--- src/lc4_isa_pkg.sv ---
package lc4_isa_pkg;

   // major opcode in insn[15:12]
   // any other code is outside the kept subset and runs as a no-op
   typedef enum logic [3:0] {
      opc_arith   = 4'b0001,
      opc_logic   = 4'b0101,
      opc_const   = 4'b1001,
      opc_hiconst = 4'b1101
   } opcode_e;

   // sub-opcode in insn[5:3] of arith and logic, register form
   // insn[5] set selects the imm5 form instead
   localparam logic [2:0] sub_add = 3'b000;
   localparam logic [2:0] sub_mul = 3'b001;
   localparam logic [2:0] sub_sub = 3'b010;
   localparam logic [2:0] sub_and = 3'b000;
   localparam logic [2:0] sub_not = 3'b001;
   localparam logic [2:0] sub_or  = 3'b010;
   localparam logic [2:0] sub_xor = 3'b011;

   typedef enum logic [3:0] {
      op_nop     = 4'd0,    // writes nothing
      op_add     = 4'd1,
      op_sub     = 4'd2,
      op_mul     = 4'd3,
      op_addi    = 4'd4,
      op_and     = 4'd5,
      op_not     = 4'd6,
      op_or      = 4'd7,
      op_xor     = 4'd8,
      op_andi    = 4'd9,
      op_const   = 4'd10,
      op_hiconst = 4'd11
   } alu_op_e;

   typedef struct packed {
      alu_op_e    alu_op;
      logic [2:0] rd;
      logic       writes_rd;   // also the nzp write enable
      logic       rs_re;
      logic [2:0] rs;
      logic       rt_re;
      logic [2:0] rt;
   } dec_ctrl_t;

   typedef struct packed {
      logic n;
      logic z;
      logic p;
   } nzp_t;

   localparam nzp_t nzp_neg  = 3'b100;
   localparam nzp_t nzp_zero = 3'b010;
   localparam nzp_t nzp_pos  = 3'b001;

endpackage

--- src/lc4_pipe_pkg.sv ---
package lc4_pipe_pkg;

   typedef logic [15:0] word_t;
   typedef logic [2:0]  reg_idx_t;

   // trace stall code, 0 marks a retired instruction
   typedef enum logic [1:0] {
      stall_none   = 2'd0,
      stall_bubble = 2'd1
   } stall_e;

   // one register file write, as retired by a lane
   typedef struct packed {
      logic     we;
      reg_idx_t wsel;
      word_t    data;
   } reg_write_t;

   localparam int n_lanes = 2;   // lane a is index 0, lane b index 1

endpackage

--- src/lc4_pipe_if.sv ---
// issue packet, captured by the lane on every edge
interface issue_if import lc4_isa_pkg::*, lc4_pipe_pkg::*; ();
   logic      valid;
   word_t     pc;
   word_t     insn;
   dec_ctrl_t ctrl;
   word_t     rs_data;
   word_t     rt_data;

   modport issuer (output valid, pc, insn, ctrl, rs_data, rt_data);
   modport lane   (input  valid, pc, insn, ctrl, rs_data, rt_data);
endinterface

// writeback stage of a lane toward retire
interface result_if import lc4_isa_pkg::*, lc4_pipe_pkg::*; ();
   logic       valid;
   word_t      pc;
   word_t      insn;
   reg_write_t wr;
   logic       nzp_we;
   nzp_t       nzp;

   modport lane   (output valid, pc, insn, wr, nzp_we, nzp);
   modport retire (input  valid, pc, insn, wr, nzp_we, nzp);
endinterface

--- src/lc4_issue.sv ---
module lc4_issue import lc4_isa_pkg::*, lc4_pipe_pkg::*; #(
   parameter word_t reset_pc = 16'h8200
) (
   input  logic       gwe,
   input  logic       i_reset,
   input  word_t      i_insn_a,
   input  word_t      i_insn_b,
   output word_t      o_pc,
   output reg_idx_t   o_rs_sel [n_lanes],
   output reg_idx_t   o_rt_sel [n_lanes],
   input  word_t      i_rs_data [n_lanes],
   input  word_t      i_rt_data [n_lanes],
   input  reg_write_t i_retire_wr [n_lanes],
   issue_if.issuer    o_issue [n_lanes]
);

   word_t            pc;
   word_t            insn [n_lanes];
   dec_ctrl_t        ctrl [n_lanes];
   logic [2:0]       sb_count [8];   // in-flight writes per register
   logic [2:0]       sb_inc [8];
   logic [2:0]       sb_dec [8];
   logic [7:0]       pending;
   logic [7:0]       a_wr_mask;
   logic             hazard_a, hazard_b;
   logic [n_lanes-1:0] lane_go;
   logic [1:0]       pc_step;

   function automatic dec_ctrl_t decode(word_t i);
      dec_ctrl_t c;
      c.alu_op = op_nop;
      case (opcode_e'(i[15:12]))
         opc_arith: begin
            if (i[5]) c.alu_op = op_addi;
            else if (i[5:3] == sub_add) c.alu_op = op_add;
            else if (i[5:3] == sub_mul) c.alu_op = op_mul;
            else if (i[5:3] == sub_sub) c.alu_op = op_sub;   // div stays a no-op
         end
         opc_logic: begin
            if (i[5]) c.alu_op = op_andi;
            else if (i[5:3] == sub_and) c.alu_op = op_and;
            else if (i[5:3] == sub_not) c.alu_op = op_not;
            else if (i[5:3] == sub_or) c.alu_op = op_or;
            else if (i[5:3] == sub_xor) c.alu_op = op_xor;
         end
         opc_const:   c.alu_op = op_const;
         opc_hiconst: c.alu_op = op_hiconst;
         default:     c.alu_op = op_nop;
      endcase
      c.writes_rd = c.alu_op != op_nop;
      c.rd = i[11:9];
      c.rs_re = c.writes_rd && c.alu_op != op_const;
      c.rs = (c.alu_op == op_hiconst) ? i[11:9] : i[8:6];   // hiconst reads its own rd
      c.rt_re = c.alu_op inside {op_add, op_sub, op_mul, op_and, op_or, op_xor};
      c.rt = i[2:0];
      return c;
   endfunction

   // true when a source of c is marked in mask
   function automatic logic src_busy(dec_ctrl_t c, logic [7:0] mask);
      return (c.rs_re && mask[c.rs]) || (c.rt_re && mask[c.rt]);
   endfunction

   assign insn[0] = i_insn_a;
   assign insn[1] = i_insn_b;

   for (genvar l = 0; l < n_lanes; l++) begin : g_lane
      assign ctrl[l] = decode(insn[l]);
      assign o_rs_sel[l] = ctrl[l].rs;
      assign o_rt_sel[l] = ctrl[l].rt;
      assign o_issue[l].valid   = lane_go[l];
      assign o_issue[l].pc      = pc + word_t'(l);
      assign o_issue[l].insn    = insn[l];
      assign o_issue[l].ctrl    = ctrl[l];
      assign o_issue[l].rs_data = i_rs_data[l];   // write-through covers this cycle's retire
      assign o_issue[l].rt_data = i_rt_data[l];
   end

   // writes retiring now are already visible through the regfile
   always_comb begin
      for (int r = 0; r < 8; r++) begin
         sb_dec[r] = 3'd0;
         for (int l = 0; l < n_lanes; l++) begin
            if (i_retire_wr[l].we && i_retire_wr[l].wsel == reg_idx_t'(r))
               sb_dec[r] = sb_dec[r] + 3'd1;
         end
         pending[r] = sb_count[r] != sb_dec[r];
      end
   end

   assign a_wr_mask = ctrl[0].writes_rd ? (8'd1 << ctrl[0].rd) : 8'd0;
   assign hazard_a  = src_busy(ctrl[0], pending);
   assign hazard_b  = src_busy(ctrl[1], pending | a_wr_mask);   // split the pair

   assign lane_go[0] = !hazard_a;
   assign lane_go[1] = lane_go[0] && !hazard_b;
   assign pc_step    = 2'(lane_go[0]) + 2'(lane_go[1]);

   always_comb begin
      for (int r = 0; r < 8; r++) begin
         sb_inc[r] = 3'd0;
         for (int l = 0; l < n_lanes; l++) begin
            if (lane_go[l] && ctrl[l].writes_rd && ctrl[l].rd == reg_idx_t'(r))
               sb_inc[r] = sb_inc[r] + 3'd1;
         end
      end
   end

   always_ff @(posedge gwe) begin
      if (i_reset) begin
         pc <= reset_pc;
         for (int r = 0; r < 8; r++) sb_count[r] <= 3'd0;
      end else begin
         pc <= pc + word_t'(pc_step);   // old b becomes new a on a split
         for (int r = 0; r < 8; r++) sb_count[r] <= sb_count[r] + sb_inc[r] - sb_dec[r];
      end
   end

   assign o_pc = pc;

endmodule

--- src/lc4_lane.sv ---
module lc4_lane import lc4_isa_pkg::*, lc4_pipe_pkg::*; (
   input  logic   gwe,
   input  logic   i_reset,
   issue_if.lane  i_issue,
   result_if.lane o_result
);

   // execute stage
   logic      ex_valid;
   word_t     ex_pc, ex_insn;
   dec_ctrl_t ex_ctrl;
   word_t     ex_rs, ex_rt;
   word_t     imm5, imm9;
   word_t     alu_out;
   nzp_t      nzp;

   // writeback stage
   logic      wb_valid;
   word_t     wb_pc, wb_insn, wb_data;
   logic      wb_we;
   reg_idx_t  wb_wsel;
   nzp_t      wb_nzp;

   always_ff @(posedge gwe) begin
      if (i_reset) begin
         ex_valid <= 1'b0;
         wb_valid <= 1'b0;
      end else begin
         ex_valid <= i_issue.valid;   // low valid carries a bubble
         wb_valid <= ex_valid;
      end
   end

   always_ff @(posedge gwe) begin
      ex_pc   <= i_issue.pc;
      ex_insn <= i_issue.insn;
      ex_ctrl <= i_issue.ctrl;
      ex_rs   <= i_issue.rs_data;
      ex_rt   <= i_issue.rt_data;
      wb_pc   <= ex_pc;
      wb_insn <= ex_insn;
      wb_we   <= ex_ctrl.writes_rd;
      wb_wsel <= ex_ctrl.rd;
      wb_data <= alu_out;
      wb_nzp  <= nzp;
   end

   assign imm5 = {{11{ex_insn[4]}}, ex_insn[4:0]};
   assign imm9 = {{7{ex_insn[8]}}, ex_insn[8:0]};

   always_comb begin
      case (ex_ctrl.alu_op)
         op_add:     alu_out = ex_rs + ex_rt;
         op_sub:     alu_out = ex_rs - ex_rt;
         op_mul:     alu_out = ex_rs * ex_rt;   // low 16 bits of the product
         op_addi:    alu_out = ex_rs + imm5;
         op_and:     alu_out = ex_rs & ex_rt;
         op_not:     alu_out = ~ex_rs;
         op_or:      alu_out = ex_rs | ex_rt;
         op_xor:     alu_out = ex_rs ^ ex_rt;
         op_andi:    alu_out = ex_rs & imm5;
         op_const:   alu_out = imm9;
         op_hiconst: alu_out = {ex_insn[7:0], ex_rs[7:0]};   // rs holds the old rd
         default:    alu_out = '0;
      endcase
   end

   // nzp from the value written to rd
   assign nzp = (alu_out == '0) ? nzp_zero : (alu_out[15] ? nzp_neg : nzp_pos);

   assign o_result.valid  = wb_valid;
   assign o_result.pc     = wb_pc;
   assign o_result.insn   = wb_insn;
   assign o_result.wr     = '{we: wb_we, wsel: wb_wsel, data: wb_data};
   assign o_result.nzp_we = wb_we;
   assign o_result.nzp    = wb_nzp;

endmodule

--- src/lc4_regfile.sv ---
module lc4_regfile import lc4_pipe_pkg::*; (
   input  logic       gwe,
   input  logic       i_reset,
   input  reg_idx_t   i_rs_sel [n_lanes],
   input  reg_idx_t   i_rt_sel [n_lanes],
   output word_t      o_rs_data [n_lanes],
   output word_t      o_rt_data [n_lanes],
   input  reg_write_t i_wr [n_lanes]
);

   word_t    regs [8];
   reg_idx_t rd_sel [2*n_lanes];   // rs ports first, then rt ports
   word_t    rd_data [2*n_lanes];

   for (genvar l = 0; l < n_lanes; l++) begin : g_port
      assign rd_sel[l]           = i_rs_sel[l];
      assign rd_sel[n_lanes + l] = i_rt_sel[l];
      assign o_rs_data[l]        = rd_data[l];
      assign o_rt_data[l]        = rd_data[n_lanes + l];
   end

   // write-through, the higher lane is checked last so lane b wins
   always_comb begin
      for (int p = 0; p < 2*n_lanes; p++) begin
         rd_data[p] = regs[rd_sel[p]];
         for (int l = 0; l < n_lanes; l++) begin
            if (i_wr[l].we && i_wr[l].wsel == rd_sel[p]) rd_data[p] = i_wr[l].data;
         end
      end
   end

   always_ff @(posedge gwe) begin
      if (i_reset) begin
         for (int r = 0; r < 8; r++) regs[r] <= '0;
      end else begin
         for (int l = 0; l < n_lanes; l++) begin
            if (i_wr[l].we) regs[i_wr[l].wsel] <= i_wr[l].data;   // later lane overrides
         end
      end
   end

endmodule

--- src/lc4_retire.sv ---
module lc4_retire import lc4_isa_pkg::*, lc4_pipe_pkg::*; (
   input  logic       gwe,
   input  logic       i_reset,
   result_if.retire   i_result [n_lanes],
   output reg_write_t o_wr [n_lanes],
   output stall_e     o_stall [n_lanes],
   output word_t      o_pc [n_lanes],
   output word_t      o_insn [n_lanes],
   output logic       o_regfile_we [n_lanes],
   output reg_idx_t   o_regfile_wsel [n_lanes],
   output word_t      o_regfile_data [n_lanes],
   output logic       o_nzp_we [n_lanes],
   output nzp_t       o_nzp_bits [n_lanes]
);

   for (genvar l = 0; l < n_lanes; l++) begin : g_slot
      logic     slot_we, slot_nzp_we;
      stall_e   stall_q;
      logic     we_q, nzp_we_q;
      word_t    pc_q, insn_q, data_q;
      reg_idx_t wsel_q;
      nzp_t     nzp_q;

      // an empty slot never writes
      assign slot_we     = i_result[l].valid && i_result[l].wr.we;
      assign slot_nzp_we = i_result[l].valid && i_result[l].nzp_we;
      assign o_wr[l] = '{we: slot_we, wsel: i_result[l].wr.wsel, data: i_result[l].wr.data};

      always_ff @(posedge gwe) begin
         if (i_reset) begin
            stall_q  <= stall_bubble;
            we_q     <= 1'b0;
            nzp_we_q <= 1'b0;
         end else begin
            stall_q  <= i_result[l].valid ? stall_none : stall_bubble;
            we_q     <= slot_we;
            nzp_we_q <= slot_nzp_we;
         end
      end

      always_ff @(posedge gwe) begin
         pc_q   <= i_result[l].pc;
         insn_q <= i_result[l].insn;
         wsel_q <= i_result[l].wr.wsel;
         data_q <= i_result[l].wr.data;
         nzp_q  <= i_result[l].nzp;
      end

      assign o_stall[l]        = stall_q;
      assign o_pc[l]           = pc_q;
      assign o_insn[l]         = insn_q;
      assign o_regfile_we[l]   = we_q;
      assign o_regfile_wsel[l] = wsel_q;
      assign o_regfile_data[l] = data_q;
      assign o_nzp_we[l]       = nzp_we_q;
      assign o_nzp_bits[l]     = nzp_q;
   end

endmodule

--- src/lc4_superscalar.sv ---
module lc4_superscalar import lc4_isa_pkg::*, lc4_pipe_pkg::*; #(
   parameter word_t reset_pc = 16'h8200
) (
   input  logic     gwe,
   input  logic     i_reset,
   output word_t    o_pc,
   input  word_t    i_insn_a,   // insn at o_pc
   input  word_t    i_insn_b,   // insn at o_pc + 1
   output stall_e   o_stall_a,
   output stall_e   o_stall_b,
   output word_t    o_trace_pc_a,
   output word_t    o_trace_pc_b,
   output word_t    o_trace_insn_a,
   output word_t    o_trace_insn_b,
   output logic     o_regfile_we_a,
   output logic     o_regfile_we_b,
   output reg_idx_t o_regfile_wsel_a,
   output reg_idx_t o_regfile_wsel_b,
   output word_t    o_regfile_data_a,
   output word_t    o_regfile_data_b,
   output logic     o_nzp_we_a,
   output logic     o_nzp_we_b,
   output nzp_t     o_nzp_bits_a,
   output nzp_t     o_nzp_bits_b
);

   reg_idx_t   rs_sel [n_lanes];
   reg_idx_t   rt_sel [n_lanes];
   word_t      rs_data [n_lanes];
   word_t      rt_data [n_lanes];
   reg_write_t retire_wr [n_lanes];
   // trace, indexed by lane
   stall_e     tr_stall [n_lanes];
   word_t      tr_pc [n_lanes];
   word_t      tr_insn [n_lanes];
   logic       tr_we [n_lanes];
   reg_idx_t   tr_wsel [n_lanes];
   word_t      tr_data [n_lanes];
   logic       tr_nzp_we [n_lanes];
   nzp_t       tr_nzp [n_lanes];

   issue_if  issue_bus [n_lanes] ();
   result_if result_bus [n_lanes] ();

   lc4_issue #(.reset_pc(reset_pc)) issue_i (
      .gwe, .i_reset, .i_insn_a, .i_insn_b, .o_pc,
      .o_rs_sel(rs_sel), .o_rt_sel(rt_sel), .i_rs_data(rs_data), .i_rt_data(rt_data),
      .i_retire_wr(retire_wr), .o_issue(issue_bus)
   );

   lc4_regfile regfile_i (
      .gwe, .i_reset, .i_rs_sel(rs_sel), .i_rt_sel(rt_sel),
      .o_rs_data(rs_data), .o_rt_data(rt_data), .i_wr(retire_wr)
   );

   for (genvar g = 0; g < n_lanes; g++) begin : g_lane
      lc4_lane lane_i (.gwe, .i_reset, .i_issue(issue_bus[g]), .o_result(result_bus[g]));
   end

   lc4_retire retire_i (
      .gwe, .i_reset, .i_result(result_bus), .o_wr(retire_wr),
      .o_stall(tr_stall), .o_pc(tr_pc), .o_insn(tr_insn),
      .o_regfile_we(tr_we), .o_regfile_wsel(tr_wsel), .o_regfile_data(tr_data),
      .o_nzp_we(tr_nzp_we), .o_nzp_bits(tr_nzp)
   );

   assign o_stall_a        = tr_stall[0];
   assign o_stall_b        = tr_stall[1];
   assign o_trace_pc_a     = tr_pc[0];
   assign o_trace_pc_b     = tr_pc[1];
   assign o_trace_insn_a   = tr_insn[0];
   assign o_trace_insn_b   = tr_insn[1];
   assign o_regfile_we_a   = tr_we[0];
   assign o_regfile_we_b   = tr_we[1];
   assign o_regfile_wsel_a = tr_wsel[0];
   assign o_regfile_wsel_b = tr_wsel[1];
   assign o_regfile_data_a = tr_data[0];
   assign o_regfile_data_b = tr_data[1];
   assign o_nzp_we_a       = tr_nzp_we[0];
   assign o_nzp_we_b       = tr_nzp_we[1];
   assign o_nzp_bits_a     = tr_nzp[0];
   assign o_nzp_bits_b     = tr_nzp[1];

endmodule

--- config.mk ---
export PLATFORM = sky130hd
export DESIGN_NAME = lc4_superscalar
export DESIGN_NICKNAME = d
export VERILOG_FILES = /design/src/lc4_isa_pkg.sv /design/src/lc4_pipe_pkg.sv /design/src/lc4_pipe_if.sv /design/src/lc4_issue.sv /design/src/lc4_lane.sv /design/src/lc4_regfile.sv /design/src/lc4_retire.sv /design/src/lc4_superscalar.sv
export SDC_FILE = /design/constraint.sdc
export NUM_CORES = 2
export LEC_CHECK = 0
export BUFFER_PORTS_ARGS = -buffer_cell sky130_fd_sc_hd__buf_4
export CAP_MARGIN = 20
export CORE_ASPECT_RATIO = 0.5
export CORE_MARGIN = 1
export CORE_UTILIZATION = 40
export CTS_BUF_LIST = sky130_fd_sc_hd__clkbuf_4 sky130_fd_sc_hd__clkbuf_8 sky130_fd_sc_hd__clkbuf_16
export DETAILED_ROUTE_END_ITERATION = 12
export GPL_TIMING_DRIVEN = 0
export PLACE_DENSITY = 0.62
export REMOVE_ABC_BUFFERS = 1
export SYNTH_ARGS = -nofsm -noshare
export SYNTH_HDL_FRONTEND = slang
export SYNTH_SLANG_ARGS = --single-unit
--- constraint.sdc ---
create_clock -name gwe -period 8.21 [get_ports gwe]
set_clock_uncertainty 0.1 [all_clocks]
set_input_delay 2.463 -clock gwe [delete_from_list [all_inputs] [get_ports gwe]]
set_output_delay 2.463 -clock gwe [all_outputs]
set_load 0.02 [all_outputs]
==> impl_metrics.csv <==
group,metric,value,unit
power,power.density,246,nW/um^2
synth,yosysMostFrequentCell,"dfxtp_1",
synth,seq_area_frac_synth,0.336,
routing,firstDrtPassIters,5,
synth,ys_types,88,
outcome,status,"completed",
clocking,tritoncts.num_buffers,47,
layout,n_antenna_cell,0,
timing,hold_viol,0,
clocking,path_clk_slew,0.07,ns
global_route,grt_overflow,0,
die,initial_core_util,0.404,
routing,wl_met2,52.0,mm
global_route,grt_max_degree,73,
synth,synth_top_area_frac,0.225,
global_route,grt_use_total,0.246,
synth,avgSynthCellArea,9.77,um^2
routing,drc,0,
global_route,antenna_found_initial,1,
timing,tns,0,ns
clocking,cts-root-buf,"clkbuf_16",
routing,wirelength,109,mm
die,die_h,211,um
synth,async_reset_ff_frac,0,
die,die-area,88300,um^2
clocking,insertion_delay,0.61,ns
setup_path,worst-setup-path-type,"reg -> reg",
synth,syn-instance-count,3561,
setup_path,critPathLaunchType,"register",
setup_path,worstPathArrival,8.20,ns
hold_path,min_from,"g_lane[0].lane_i.o_result.insn[3]$_DFF_P_",
global_route,grt_pass1_vias,27300,
timing,rsz0062_at_grt,"false",
clocking,cts.sinks,520,
timing,drv_slew,0,
place,dp_hpwl,79.8,mm
synth,synth_edf_count,128,
die,core_area,86200,um^2
clocking,post_cts_buffers,0,
timing,max_freq,129,MHz
timing,setup-violations-final,0,
clocking,cts_buffer_depth,3,
die,die_w,419,um
job,drv_cap,0,
synth,synth-seq-cells,520,
timing,setup_ws,0.433,ns
routing,via_count,27800,
routing,ant_nets,0,
setup_path,crit_path_max_fanout,13,
synth,ys.flop_type,"dfxtp_1",
layout,final_cells,4790,
timing,tightest_slew,1.09,ns
die,ioPinCount,166,
timing,min_period,7.78,ns
routing,wl_per_cell,22.8,um
power,leakagePower,0.0161,uW
routing,dr_wl_met3,9.16,mm
layout,areaGrowthSynthToFinish,11.8,%
synth,yosys.area.top_type,"dfxtp_1",
layout,drive_gt1_frac,0.139,
die,rows,76,
hold_path,hp-class,"reg -> reg",
clocking,htree_levels,2,
place,port_buffers,163,
place,dp_cells,4703,
setup_path,r2r_start,"g_lane[0].lane_i.ex_rt[6]$_DFF_P_",
setup_path,worstRegToRegCells,20,
layout,nets,4009,
setup_path,endpoint_kind,"register",
clocking,cts_tree,"built",
routing,routed.top_layer,"met4",
place,place_ws,0.208,ns
place,routabilityCongestion,0.949,
setup_path,crit_required,8.63,ns
setup_path,critPathLaunch,"g_lane[0].lane_i.ex_rt[6]$_DFF_P_",
synth,synth_common_cells,"dfxtp_1 (392), inv_1 (347), nand2_1 (326), nor2_1 (303), ha_1 (212)",
timing,slew_headroom,0.251,
clocking,ctsResizeCount,0,
hold_path,whs_path_depth,0,
synth,synth_area,34800,um^2
layout,post-route-util,0.452,
power,max-vdd-ir-drop,0.000153,V
timing,hold_slack,0.222,ns
clocking,postCtsHoldBufs,0,
routing,wl_met1,44.7,mm
timing,finalCritPeriodShare,0.947,
synth,synthTopCellsByArea,"dfxtp_1 (23%), edfxtp_1 (11%), fa_1 (10%)",
synth,yosys_warnings,0,
routing,vias_per_cell,5.81,
global_route,grt_pass1_wl,166,mm
routing,drt_iter0_markers,3000,
logic make-up (layout without fill, tap and decap cells):
family / count (synthesis) / after routing / share of synthesized area
AND/OR/NAND/NOR: 956 / 956 / 0.128
other: 1 / 2 / 0.000108
XOR/XNOR: 155 / 155 / 0.0398
AO/OA/AOI/OAI: 715 / 715 / 0.139
adder cells (fa/ha/maj): 391 / 391 / 0.179
multiplexers: 219 / 219 / 0.110
flip-flops: 520 / 520 / 0.336
buffers and inverters: 604 / 662 / 0.0681
final cells by class:
| class | count | area [um^2] |
|---|---|---|
| sequential | 520 | 11700 |
| tap | 1170 | 1460 |
| multi-input combinational | 2438 | 21000 |
| timing repair buffer | 214 | 1810 |
| clock buffer | 64 | 1400 |
| inverter | 363 | 1360 |
| clock inverter | 21 | 211 |
| fill | 8136 | 47200 |
per-layer routing:
metal  vias to the layer above  GRT usage
met3                       231     0.0341
li1                      12500          -
met5                         -          0
met2                      1385      0.414
met4                         0     0.0831
met1                     13700      0.326
worst max-delay path, cell delays in order (launching register included):
cell and delay (ns):
dfxtp_1 0.80, clkinv_1 0.53, nor2_1 0.25, fa_1 0.44
inv_1 0.09, fa_1 0.45, inv_1 0.10, fa_1 0.44
fa_1 0.53, fa_1 0.51, inv_1 0.05, fa_1 0.47
inv_1 0.05, ha_1 0.33, nor2b_1 0.17, a21oi_1 0.35
o22ai_1 0.13, a2111oi_0 0.94, o221ai_1 0.38, nor4_1 0.42
and3b_1 0.20
worst paths after layout:
check	end	slack [ns]
hold reg to reg	retire_i.g_slot[0].insn_q[3]$_DFF_P_	0.22
setup / recovery	g_lane[0].lane_i.o_result.nzp[1]$_SDFF_PN1_	0.43
setup reg to reg	g_lane[0].lane_i.o_result.nzp[1]$_SDFF_PN1_	0.43
hold / removal	retire_i.g_slot[0].insn_q[3]$_DFF_P_	0.22
through the flow:
| stage | instance area [um^2] | total power, uW |
|---|---|---|
| 5_1_grt | 38900 | 10200 |
| 2_1_floorplan | 33800 | 5970 |
| 3_5_place_dp | 37300 | 7280 |
| 6_report | 38900 | 9580 |
| 4_1_cts | 38900 | 9590 |
| 3_3_place_gp | 36500 | 7160 |
state kept, by name, summed over array words and instances, names as in the netlist:
name,cells
g_lane.lane_i.ex_insn,32
g_lane.lane_i.o_result.nzp_we,2
g_lane.lane_i.wb_data,32
g_lane.lane_i.o_result.nzp,6
g_lane.lane_i.ex_ctrl,10
retire_i.g_slot.stall_q,2
issue_i.sb_count,24
regfile_i.regs,128
retire_i.g_slot.data_q,32
issue_i.o_pc,16
g_lane.lane_i.o_result.valid,2
g_lane.lane_i.o_result.pc,32
retire_i.o_nzp_bits,6
retire_i.g_slot.insn_q,32
g_lane.lane_i.ex_valid,2
g_lane.lane_i.ex_rt,32
g_lane.lane_i.ex_rs,32
retire_i.g_slot.we_q,2
g_lane.lane_i.o_result.insn,32
g_lane.lane_i.ex_pc,32
retire_i.g_slot.pc_q,32
placed cells by master (no fill, tap or decap), drive strengths merged, types with 12 or more instances in the layout:
cell type and instances:
a211oi 21, a21o 12, a21oi 161, a22o 132, a22oi 14, buf 214
clkbuf 64, clkinv 25, dfxtp 392, edfxtp 128, fa 179, ha 212
inv 354, mux2 14, mux2i 75, mux4 130, nand2 326, nand2b 33
nand3 41, nand3b 13, nand4 12, nor2 303, nor2b 42, nor3 55
nor4 34, o211ai 31, o21a 24, o21ai 175, o221ai 12, o311ai 17
o31ai 17, or3 27, xnor2 96, xor2 57
power breakdown:
group / leakage (uW) / internal [uW] / switching [uW] / total (uW)
clock network: 0.000809 / 1300 / 986 / 2290
registers: 0.00457 / 2870 / 504 / 3380
logic: 0.0107 / 1660 / 2250 / 3910
Power figures use the tool's default switching activity.
